File: config.mk
export PLATFORM = sky130hd
export DESIGN_NAME = pwmSubsystem
export DESIGN_NICKNAME = d
export VERILOG_FILES = /design/src/pwmPkg.sv /design/src/pwmChanIf.sv /design/src/pwmSubsystem.sv /design/src/pwmRegBank.sv /design/src/dutyGenerator.sv /design/src/clkEnableDivider.sv
export SDC_FILE = /design/constraint.sdc
export NUM_CORES = 1
export LEC_CHECK = 0
export BUFFER_PORTS_ARGS = -buffer_cell sky130_fd_sc_hd__buf_4
export CORE_ASPECT_RATIO = 1.5
export CORE_MARGIN = 2
export CORE_UTILIZATION = 45
export DETAILED_ROUTE_END_ITERATION = 10
export PLACE_DENSITY = 0.69
export REMOVE_ABC_BUFFERS = 1
export SLEW_MARGIN = 20
export SYNTH_ARGS = -nofsm -noshare
export SYNTH_HDL_FRONTEND = slang
export SYNTH_SLANG_ARGS = --single-unit
File: constraint.sdc
create_clock -name iSysClk -period 7.6 [get_ports iSysClk]
set_clock_uncertainty 0.15 [all_clocks]
set_input_delay 1.52 -clock iSysClk [delete_from_list [all_inputs] [get_ports iSysClk]]
set_output_delay 1.52 -clock iSysClk [all_outputs]
set_load 0.005 [all_outputs]
File: src/pwmPkg.sv
//----------------------------------------------------------------------
// PWM controller shared definitions
// Widths, channel count, register map and common types
//----------------------------------------------------------------------
package pwmPkg;

	//------------------------------------------------------------------
	// Widths
	//------------------------------------------------------------------
	localparam int NumChannels = 4;    // PWM channels in the subsystem
	localparam int DutyWidth   = 8;    // Duty counter resolution
	localparam int DivWidth    = 32;   // Rate divider width
	localparam int AddrWidth   = 8;    // AXI4-Lite address bits
	localparam int DataWidth   = 32;   // AXI4-Lite data bits

	// Vector types
	typedef logic [DutyWidth-1:0]   dutyT;      // Duty setting or counter value
	typedef logic [DivWidth-1:0]    divT;       // Divider reload value
	typedef logic [AddrWidth-1:0]   addrT;      // Register byte address
	typedef logic [DataWidth-1:0]   dataT;      // Register word
	typedef logic [NumChannels-1:0] chanMaskT;  // One bit per channel

	//------------------------------------------------------------------
	// Register map
	//------------------------------------------------------------------
	// Per channel block, channel c based at c * ChanStride
	localparam int ChanStride = 16;
	localparam int OffCtrl    = 0;     // Bit 0 enable
	localparam int OffDuty    = 4;     // Low byte duty
	localparam int OffDiv     = 8;     // Full word divider

	// Global registers above the channel blocks
	localparam addrT AddrStatus = 8'h40;  // Sticky cycle done, W1C
	localparam addrT AddrIrqEn  = 8'h44;  // Interrupt enables

	//------------------------------------------------------------------
	// Enums
	//------------------------------------------------------------------
	// AXI response encoding
	typedef enum logic [1:0] {
		RespOkay   = 2'b00,
		RespSlvErr = 2'b10
	} axiRespT;

	// Bank handshake FSM states
	typedef enum logic {
		Idle = 1'b0,    // Waiting for a request
		Resp = 1'b1     // Response held until accepted
	} regStateT;

endpackage
File: src/pwmChanIf.sv
//----------------------------------------------------------------------
// PWM channel link
// Configuration from the register bank and cycle event back from
// one channel
//----------------------------------------------------------------------
interface pwmChanIf;

	logic         enable;     // Channel run
	pwmPkg::dutyT duty;       // Compare value
	pwmPkg::divT  divisor;    // Counter step period minus one
	logic         cycleDone;  // One cycle pulse per full counter cycle

	// Register bank side
	modport bank (
		output enable,
		output duty,
		output divisor,
		input  cycleDone
	);

	// Channel side
	modport chan (
		input  enable,
		input  duty,
		input  divisor,
		output cycleDone
	);

endinterface

File: src/pwmSubsystem.sv
//----------------------------------------------------------------------
// Four channel PWM subsystem
// AXI4-Lite register bank driving independent PWM channels
//----------------------------------------------------------------------
module pwmSubsystem (
	input  logic                           iSysClk,
	input  logic                           rstN,
	// AXI4-Lite write
	input  pwmPkg::addrT                   awAddr,
	input  logic                           awValid,
	output logic                           awReady,
	input  pwmPkg::dataT                   wData,
	input  logic [pwmPkg::DataWidth/8-1:0] wStrb,
	input  logic                           wValid,
	output logic                           wReady,
	output logic [1:0]                     bResp,
	output logic                           bValid,
	input  logic                           bReady,
	// AXI4-Lite read
	input  pwmPkg::addrT                   arAddr,
	input  logic                           arValid,
	output logic                           arReady,
	output pwmPkg::dataT                   rData,
	output logic [1:0]                     rResp,
	output logic                           rValid,
	input  logic                           rReady,
	// Outputs
	output pwmPkg::chanMaskT               pwm,     // One bit per channel
	output logic                           irq      // Any enabled status flag
);

	// Bank to channel links
	pwmChanIf chanIf [pwmPkg::NumChannels] ();

	//------------------------------------------------------------------
	// Register bank
	//------------------------------------------------------------------
	pwmRegBank regBank (
		.iSysClk (iSysClk),
		.rstN    (rstN),
		.awAddr  (awAddr),
		.awValid (awValid),
		.awReady (awReady),
		.wData   (wData),
		.wStrb   (wStrb),
		.wValid  (wValid),
		.wReady  (wReady),
		.bResp   (bResp),
		.bValid  (bValid),
		.bReady  (bReady),
		.arAddr  (arAddr),
		.arValid (arValid),
		.arReady (arReady),
		.rData   (rData),
		.rResp   (rResp),
		.rValid  (rValid),
		.rReady  (rReady),
		.chan    (chanIf),
		.irq     (irq)
	);

	//------------------------------------------------------------------
	// Channels
	//------------------------------------------------------------------
	for (genvar g = 0; g < pwmPkg::NumChannels; g++)
	begin : genChan
		dutyGenerator chanGen (
			.iSysClk (iSysClk),
			.rstN    (rstN),
			.cfg     (chanIf[g]),
			.pwm     (pwm[g])      // Collected into the output mask
		);
	end

endmodule

File: src/pwmRegBank.sv
//----------------------------------------------------------------------
// PWM register bank
// AXI4-Lite slave holding channel config, sticky status, interrupt
// enables and the interrupt line
//----------------------------------------------------------------------
module pwmRegBank (
	input  logic                           iSysClk,
	input  logic                           rstN,
	// Write channels
	input  pwmPkg::addrT                   awAddr,
	input  logic                           awValid,
	output logic                           awReady,
	input  pwmPkg::dataT                   wData,
	input  logic [pwmPkg::DataWidth/8-1:0] wStrb,
	input  logic                           wValid,
	output logic                           wReady,
	output logic [1:0]                     bResp,
	output logic                           bValid,
	input  logic                           bReady,
	// Read channels
	input  pwmPkg::addrT                   arAddr,
	input  logic                           arValid,
	output logic                           arReady,
	output pwmPkg::dataT                   rData,
	output logic [1:0]                     rResp,
	output logic                           rValid,
	input  logic                           rReady,
	// Channel config
	pwmChanIf.bank                         chan [pwmPkg::NumChannels],
	output logic                           irq
);

	pwmPkg::regStateT wrState;    // Write FSM
	pwmPkg::regStateT rdState;    // Read FSM
	pwmPkg::axiRespT  bRespQ;
	pwmPkg::axiRespT  rRespQ;
	pwmPkg::dataT     rDataQ;
	pwmPkg::dataT     rdWord;     // Read mux output

	pwmPkg::chanMaskT ctrlEn;                          // Channel enables
	pwmPkg::dutyT     dutyReg [pwmPkg::NumChannels];
	pwmPkg::divT      divReg  [pwmPkg::NumChannels];
	pwmPkg::chanMaskT status;     // Sticky cycle done
	pwmPkg::chanMaskT irqEn;
	pwmPkg::chanMaskT doneVec;    // Cycle pulses from channels
	pwmPkg::chanMaskT clrMask;    // W1C bits this cycle

	logic wrFire;                 // Write handshake
	logic wrEn;                   // Handshake carrying data
	logic rdFire;                 // Read address handshake

	//------------------------------------------------------------------
	// Address decode helpers
	//------------------------------------------------------------------
	function automatic pwmPkg::addrT chanAddr(input int c, input int off);
		return pwmPkg::addrT'(c * pwmPkg::ChanStride + off);
	endfunction

	function automatic logic isMapped(input pwmPkg::addrT a);
		logic hit;
		hit = (a == pwmPkg::AddrStatus) || (a == pwmPkg::AddrIrqEn);
		for (int c = 0; c < pwmPkg::NumChannels; c++)
		begin
			hit |= (a == chanAddr(c, pwmPkg::OffCtrl));
			hit |= (a == chanAddr(c, pwmPkg::OffDuty));
			hit |= (a == chanAddr(c, pwmPkg::OffDiv));
		end
		return hit;
	endfunction

	//------------------------------------------------------------------
	// Channel fan out
	//------------------------------------------------------------------
	for (genvar g = 0; g < pwmPkg::NumChannels; g++)
	begin : genChanLink
		assign chan[g].enable  = ctrlEn[g];
		assign chan[g].duty    = dutyReg[g];
		assign chan[g].divisor = divReg[g];
		assign doneVec[g]      = chan[g].cycleDone;
	end

	//------------------------------------------------------------------
	// Write path
	//------------------------------------------------------------------
	assign wrFire  = (wrState == pwmPkg::Idle) && awValid && wValid;
	assign awReady = wrFire;                // Both ready for one cycle
	assign wReady  = wrFire;
	assign wrEn    = wrFire && (|wStrb);    // Any lane writes the word
	assign bValid  = (wrState == pwmPkg::Resp);
	assign bResp   = bRespQ;

	always_ff @(posedge iSysClk or negedge rstN)
	begin
		if (!rstN)
			wrState <= pwmPkg::Idle;
		else
		begin
			case (wrState)
				pwmPkg::Idle: if (wrFire) wrState <= pwmPkg::Resp;
				pwmPkg::Resp: if (bReady) wrState <= pwmPkg::Idle;
				default:      wrState <= pwmPkg::Idle;
			endcase
		end
	end

	// Response code captured with the handshake
	always_ff @(posedge iSysClk)
	begin
		if (wrFire)
			bRespQ <= isMapped(awAddr) ? pwmPkg::RespOkay : pwmPkg::RespSlvErr;
	end

	// Config registers
	always_ff @(posedge iSysClk or negedge rstN)
	begin
		if (!rstN)
		begin
			ctrlEn <= '0;
			irqEn  <= '0;
			for (int c = 0; c < pwmPkg::NumChannels; c++)
			begin
				dutyReg[c] <= '0;
				divReg[c]  <= '0;
			end
		end
		else if (wrEn)
		begin
			if (awAddr == pwmPkg::AddrIrqEn)
				irqEn <= wData[pwmPkg::NumChannels-1:0];
			for (int c = 0; c < pwmPkg::NumChannels; c++)
			begin
				if (awAddr == chanAddr(c, pwmPkg::OffCtrl))
					ctrlEn[c] <= wData[0];
				if (awAddr == chanAddr(c, pwmPkg::OffDuty))
					dutyReg[c] <= wData[pwmPkg::DutyWidth-1:0];
				if (awAddr == chanAddr(c, pwmPkg::OffDiv))
					divReg[c] <= wData;
			end
		end
	end

	//------------------------------------------------------------------
	// Status and interrupt
	//------------------------------------------------------------------
	assign clrMask = (wrEn && awAddr == pwmPkg::AddrStatus) ?
		wData[pwmPkg::NumChannels-1:0] : '0;

	always_ff @(posedge iSysClk or negedge rstN)
	begin
		if (!rstN)
		begin
			status <= '0;
			irq    <= 1'b0;
		end
		else
		begin
			status <= (status & ~clrMask) | doneVec;  // Set wins over clear
			irq    <= |(status & irqEn);
		end
	end

	//------------------------------------------------------------------
	// Read path
	//------------------------------------------------------------------
	assign rdFire  = (rdState == pwmPkg::Idle) && arValid;
	assign arReady = rdFire;
	assign rValid  = (rdState == pwmPkg::Resp);
	assign rData   = rDataQ;
	assign rResp   = rRespQ;

	// Read mux, zero for unmapped addresses
	always_comb
	begin
		rdWord = '0;
		if (arAddr == pwmPkg::AddrStatus)
			rdWord = pwmPkg::dataT'(status);
		if (arAddr == pwmPkg::AddrIrqEn)
			rdWord = pwmPkg::dataT'(irqEn);
		for (int c = 0; c < pwmPkg::NumChannels; c++)
		begin
			if (arAddr == chanAddr(c, pwmPkg::OffCtrl))
				rdWord = pwmPkg::dataT'(ctrlEn[c]);
			if (arAddr == chanAddr(c, pwmPkg::OffDuty))
				rdWord = pwmPkg::dataT'(dutyReg[c]);
			if (arAddr == chanAddr(c, pwmPkg::OffDiv))
				rdWord = divReg[c];
		end
	end

	always_ff @(posedge iSysClk or negedge rstN)
	begin
		if (!rstN)
			rdState <= pwmPkg::Idle;
		else
		begin
			case (rdState)
				pwmPkg::Idle: if (rdFire) rdState <= pwmPkg::Resp;
				pwmPkg::Resp: if (rReady) rdState <= pwmPkg::Idle;
				default:      rdState <= pwmPkg::Idle;
			endcase
		end
	end

	// Read data held until rReady
	always_ff @(posedge iSysClk)
	begin
		if (rdFire)
		begin
			rDataQ <= rdWord;
			rRespQ <= isMapped(arAddr) ? pwmPkg::RespOkay : pwmPkg::RespSlvErr;
		end
	end

endmodule

File: src/dutyGenerator.sv
//----------------------------------------------------------------------
// PWM duty generator
// Divided rate 8-bit counter, compare against duty, cycle done pulse
//----------------------------------------------------------------------
module dutyGenerator (
	input  logic   iSysClk,
	input  logic   rstN,
	pwmChanIf.chan cfg,        // Config in, cycle event out
	output logic   pwm         // Registered PWM output
);

	logic         tick;        // Counter step enable
	pwmPkg::dutyT dutyCnt;     // Position within the PWM period
	pwmPkg::dutyT nextCnt;     // Counter after one step
	logic         doneQ;       // Registered cycle event

	//------------------------------------------------------------------
	// Counter rate
	//------------------------------------------------------------------
	clkEnableDivider rateDiv (
		.iSysClk (iSysClk),
		.rstN    (rstN),
		.enable  (cfg.enable),
		.divisor (cfg.divisor),
		.tick    (tick)
	);

	//------------------------------------------------------------------
	// Duty counter
	//------------------------------------------------------------------
	assign nextCnt = dutyCnt + 1'b1;   // Natural wrap 255 to 0

	always_ff @(posedge iSysClk or negedge rstN)
	begin
		if (!rstN)
			dutyCnt <= '0;
		else if (!cfg.enable)
			dutyCnt <= '0;             // Held at zero while stopped
		else if (tick)
			dutyCnt <= nextCnt;
	end

	//------------------------------------------------------------------
	// Compare and cycle event
	//------------------------------------------------------------------
	always_ff @(posedge iSysClk or negedge rstN)
	begin
		if (!rstN)
		begin
			pwm   <= 1'b0;
			doneQ <= 1'b0;
		end
		else
		begin
			// High for counter values above duty
			pwm   <= cfg.enable && (dutyCnt > cfg.duty);
			// Step into the last count value ends a full cycle
			doneQ <= tick && (&nextCnt);
		end
	end

	assign cfg.cycleDone = doneQ;  // One cycle wide

endmodule

File: src/clkEnableDivider.sv
//----------------------------------------------------------------------
// Clock enable divider
// One cycle tick every divisor+1 cycles while enabled
//----------------------------------------------------------------------
module clkEnableDivider (
	input  logic        iSysClk,
	input  logic        rstN,
	input  logic        enable,    // Run the divider
	input  pwmPkg::divT divisor,   // Tick period minus one
	output logic        tick       // Single cycle rate enable
);

	pwmPkg::divT count;     // Cycles left before the next tick
	logic        running;   // Loaded at least once since enable

	// Tick while the down counter sits at zero
	assign tick = enable && running && (count == '0);

	always_ff @(posedge iSysClk or negedge rstN)
	begin
		if (!rstN)
		begin
			count   <= '0;
			running <= 1'b0;
		end
		else if (!enable)
		begin
			count   <= '0;       // Fresh start on next enable
			running <= 1'b0;
		end
		else if (!running || count == '0)
		begin
			// Reload point, a new divisor takes effect here
			count   <= divisor;
			running <= 1'b1;
		end
		else
		begin
			count <= count - 1'b1;
		end
	end

endmodule

==> impl_metrics.env <==
export IMPL_outcome="completed"
export IMPL_yosysMostFrequentCell="dfrtp_1"
export IMPL_critPathTopFamily="buffers and inverters"
export IMPL_fin_crit_sh_pct=53.8
export IMPL_max_stage_delay_ns=0.45
export IMPL_intPower_mw=3.85
export IMPL_critPathKind="input port to output port"
export IMPL_r2r_cells=5
export IMPL_clockBufferDepth=3
export IMPL_crit_path_start_kind="input port"
export IMPL_setup_viol=0
export IMPL_synth_edff_count=34
export IMPL_reg2reg_to="genChan[1].chanGen.dutyCnt[6]$_DFFE_PN0P_"
export IMPL_initial_core_util_pct=45.5
export IMPL_cts_setup_buffers=0
export IMPL_grt_usage_pct=24.2
export IMPL_synth_top_area_cell="dfrtp_1"
export IMPL_grt_pass1_wl_mm=86.6
export IMPL_synthTopCellsByCount="347 x dfrtp_1, 172 x mux2_2, 125 x a21oi_1"
export IMPL_vdd_drop_max_mv=0.142
export IMPL_core_area_mm2=0.0429
export IMPL_stdcell_area_mm2=0.0222
export IMPL_final_util_pct=51.7
export IMPL_syn_cell_area_mm2=0.0196
export IMPL_overflow=0
export IMPL_timing_rr_start="genChan[1].chanGen.rateDiv.count[17]$_DFF_PN0_"
export IMPL_portBuffers=102
export IMPL_netlist_top_cells_area="dfrtp_1 44%, mux2_2 9.9%, edfxtp_1 5.2%"
export IMPL_clk_pin_slew_ns=0.06
export IMPL_area_growth_pct=13.5
export IMPL_h_tree_depth=2
export IMPL_dieWidth_um=174
export IMPL_hold_viol=0
export IMPL_syn_inst=1840
export IMPL_crit_fanout=34
export IMPL_timing_max_cap_violations=0
export IMPL_wl_mm=54.8
export IMPL_slowest_stage="buf_4"
export IMPL_fin_setup_tns_ns=0
export IMPL_syn_area_per_cell_um2=10.6
export IMPL_post_route_drc_count=0
export IMPL_grt_pass1_vias=15500
export IMPL_ys_warn_count=0
export IMPL_path_cells="buf_4, nor2b_4, buf_4, buf_4"
export IMPL_synth_async_reset_ratio_pct=91.1
export IMPL_yosys_area_top_type_share_pct=44.4
export IMPL_dr_pass1_iters=7
export IMPL_endpoint="arReady"
export IMPL_crit_top_cell="buf_4"
export IMPL_period_minus_slack_ns=4.09
export IMPL_worst_pin_slew_ns=1.13
export IMPL_slew_violations=0
export IMPL_ctsResizeCount=0
export IMPL_sequentialPowerShare_pct=46.5
export IMPL_gp_congestion=0.901
export IMPL_power_leakage_nw=9.84
export IMPL_ant_nets=0
export IMPL_die_area_mm2=0.0452
export IMPL_crit_required_ns=5.93
export IMPL_seq_area_frac_synth_pct=49.6
export IMPL_nets=2001
export IMPL_swShare_pct=27.3
export IMPL_r2r_slack_ns=4.22
export IMPL_fmax_mhz=244
export IMPL_num_fill_cells=3769
export IMPL_cts_tree="yes"
export IMPL_crit_buf_inv=3
export IMPL_insertion_delay_ns=0.54
export IMPL_dieHeight_um=259
export IMPL_stdcell_count=2496
export IMPL_worstHoldPathType="flip-flop to flip-flop"
export IMPL_critical_path_arrival_ns=2.42
export IMPL_placedCellCount=2422
export IMPL_synth_seq_cells=381
export IMPL_cts_buffers_inserted=40
export IMPL_ios=105
export IMPL_power_switching_mw=1.45
export IMPL_wl_per_cell_um=22.0
export IMPL_grt_antenna_before_repair=1
export IMPL_num_rows=93
export IMPL_post_dp_cell_area_mm2=0.0208
export IMPL_drive_gt1_share_pct=20.3
export IMPL_hpwl_mm=38.0
export IMPL_crit_path_end_kind="output port"
export IMPL_crit_cells=4
export IMPL_netlist_cell_type_count=64
export IMPL_grt_max_degree=170
export IMPL_p_comb_share_pct=14.1
export IMPL_powerDensity_mw_per_mm2=239
export IMPL_startpoint="arValid"
export IMPL_viasPerCell=6.17
export IMPL_max_slew_margin_pct=23.9
export IMPL_drtIter0Drc=1479
export IMPL_n_antenna_cell=0
export IMPL_cts_root_buf="clkbuf_16"
export IMPL_ys_flop_type="dfrtp_1"
export IMPL_rsz0062_at_grt="no"
export IMPL_via_count=15400
export IMPL_clkSinkCount=381
export IMPL_p_clk_share_pct=39.4
export IMPL_postCtsHoldBufs=0
-- cells by family after synthesis --
kind of cell	after synthesis	synth area share [%]
muxes	185	10.6
other	1	0.0192
adders and majority gates	48	3.07
DFF	381	49.6
buffers and inverters	170	3.49
and+or+nand+nor	530	14.2
xor gates and xnor gates	113	5.06
AOI/OAI and AO/OA	412	13.9
-- worst min path at each step --
stage	from	to	slack, ns	depth (start not counted)
final	genChan[2].chanGen.cfg.cycleDone$_DFF_PN0_	regBank.status[2]$_DFF_PN0_	0.28	1
after detailed placement	genChan[2].chanGen.cfg.cycleDone$_DFF_PN0_	regBank.status[2]$_DFF_PN0_	0.27	1
after global routing	genChan[2].chanGen.cfg.cycleDone$_DFF_PN0_	regBank.status[2]$_DFF_PN0_	0.29	1
after CTS	genChan[2].chanGen.cfg.cycleDone$_DFF_PN0_	regBank.status[2]$_DFF_PN0_	0.28	1
after global placement	genChan[2].chanGen.cfg.cycleDone$_DFF_PN0_	regBank.status[2]$_DFF_PN0_	0.26	1
after floorplan	genChan[0].chanGen.cfg.cycleDone$_DFF_PN0_	regBank.status[0]$_DFF_PN0_	0.25	1
-- layout make-up --
class	count	area, µm²	share of cell area (%)
tap	570	713	3.21
multi-input combinational	1290	9220	41.5
inverter	58	218	0.981
timing repair buffer	123	947	4.27
clock buffer	56	1160	5.24
clock inverter	18	230	1.04
sequential	381	9710	43.7
-- sequential cells by signal, summed over array words and instances (netlist names), 4 cells and up --
signal and count:
regBank.rData 32, genChan.chanGen.dutyCnt 32, regBank.ctrlEn 4, genChan.chanGen.pwm 4, genChan.chanGen.cfg.cycleDone 4, genChan.chanGen.rateDiv.running 4, regBank.status 4, genChan.chanGen.rateDiv.count 128
regBank.irqEn 4, regBank.chan.duty 32, regBank.chan.divisor 128
-- layout by cell type (no fill, tap or decap), drive strengths merged, types with 21 or more instances in the layout --
master and n:
a211oi 91, a21oi 125, a222oi 28, buf 123, clkbuf 56, dfrtp 347
edfxtp 34, ha 48, inv 61, mux2 172, nand2 117, nand3 35
nand4 21, nor2 117, nor3 48, nor4 53, o21ai 65, or3 37
or4 25, xnor2 83, xor2 30
-- per-stage QoR --
step / power, mW / setup WS [ns] / hold WS, ns
after CTS: 5.31 / 3.52 / 0.280
after global placement: 3.19 / 3.52 / 0.262
after floorplan: 2.93 / 2.86 / 0.254
final: 5.29 / 3.51 / 0.279
after detailed placement: 3.23 / 3.53 / 0.266
after global routing: 5.51 / 3.48 / 0.287
-- routing by layer --
layer	vias to the layer above	routed length (µm)	GRT usage, %
li1	6949	-	-
met1	7710	21500	30.5
met2	587	27000	40.9
met3	155	3380	3.35
met4	2	2890	12.2
met5	-	10	0
-- power groups by stage --
stage | clock [mW] | combinational [mW] | sequential [mW]
2_1_floorplan | 0 | 0.502 | 2.43
3_3_place_gp | 0 | 0.711 | 2.48
3_5_place_dp | 0 | 0.739 | 2.49
4_1_cts | 2.11 | 0.746 | 2.46
5_1_grt | 2.19 | 0.833 | 2.49
6_report | 2.09 | 0.746 | 2.46
Note: power is estimated with default switching activity, not from simulation.
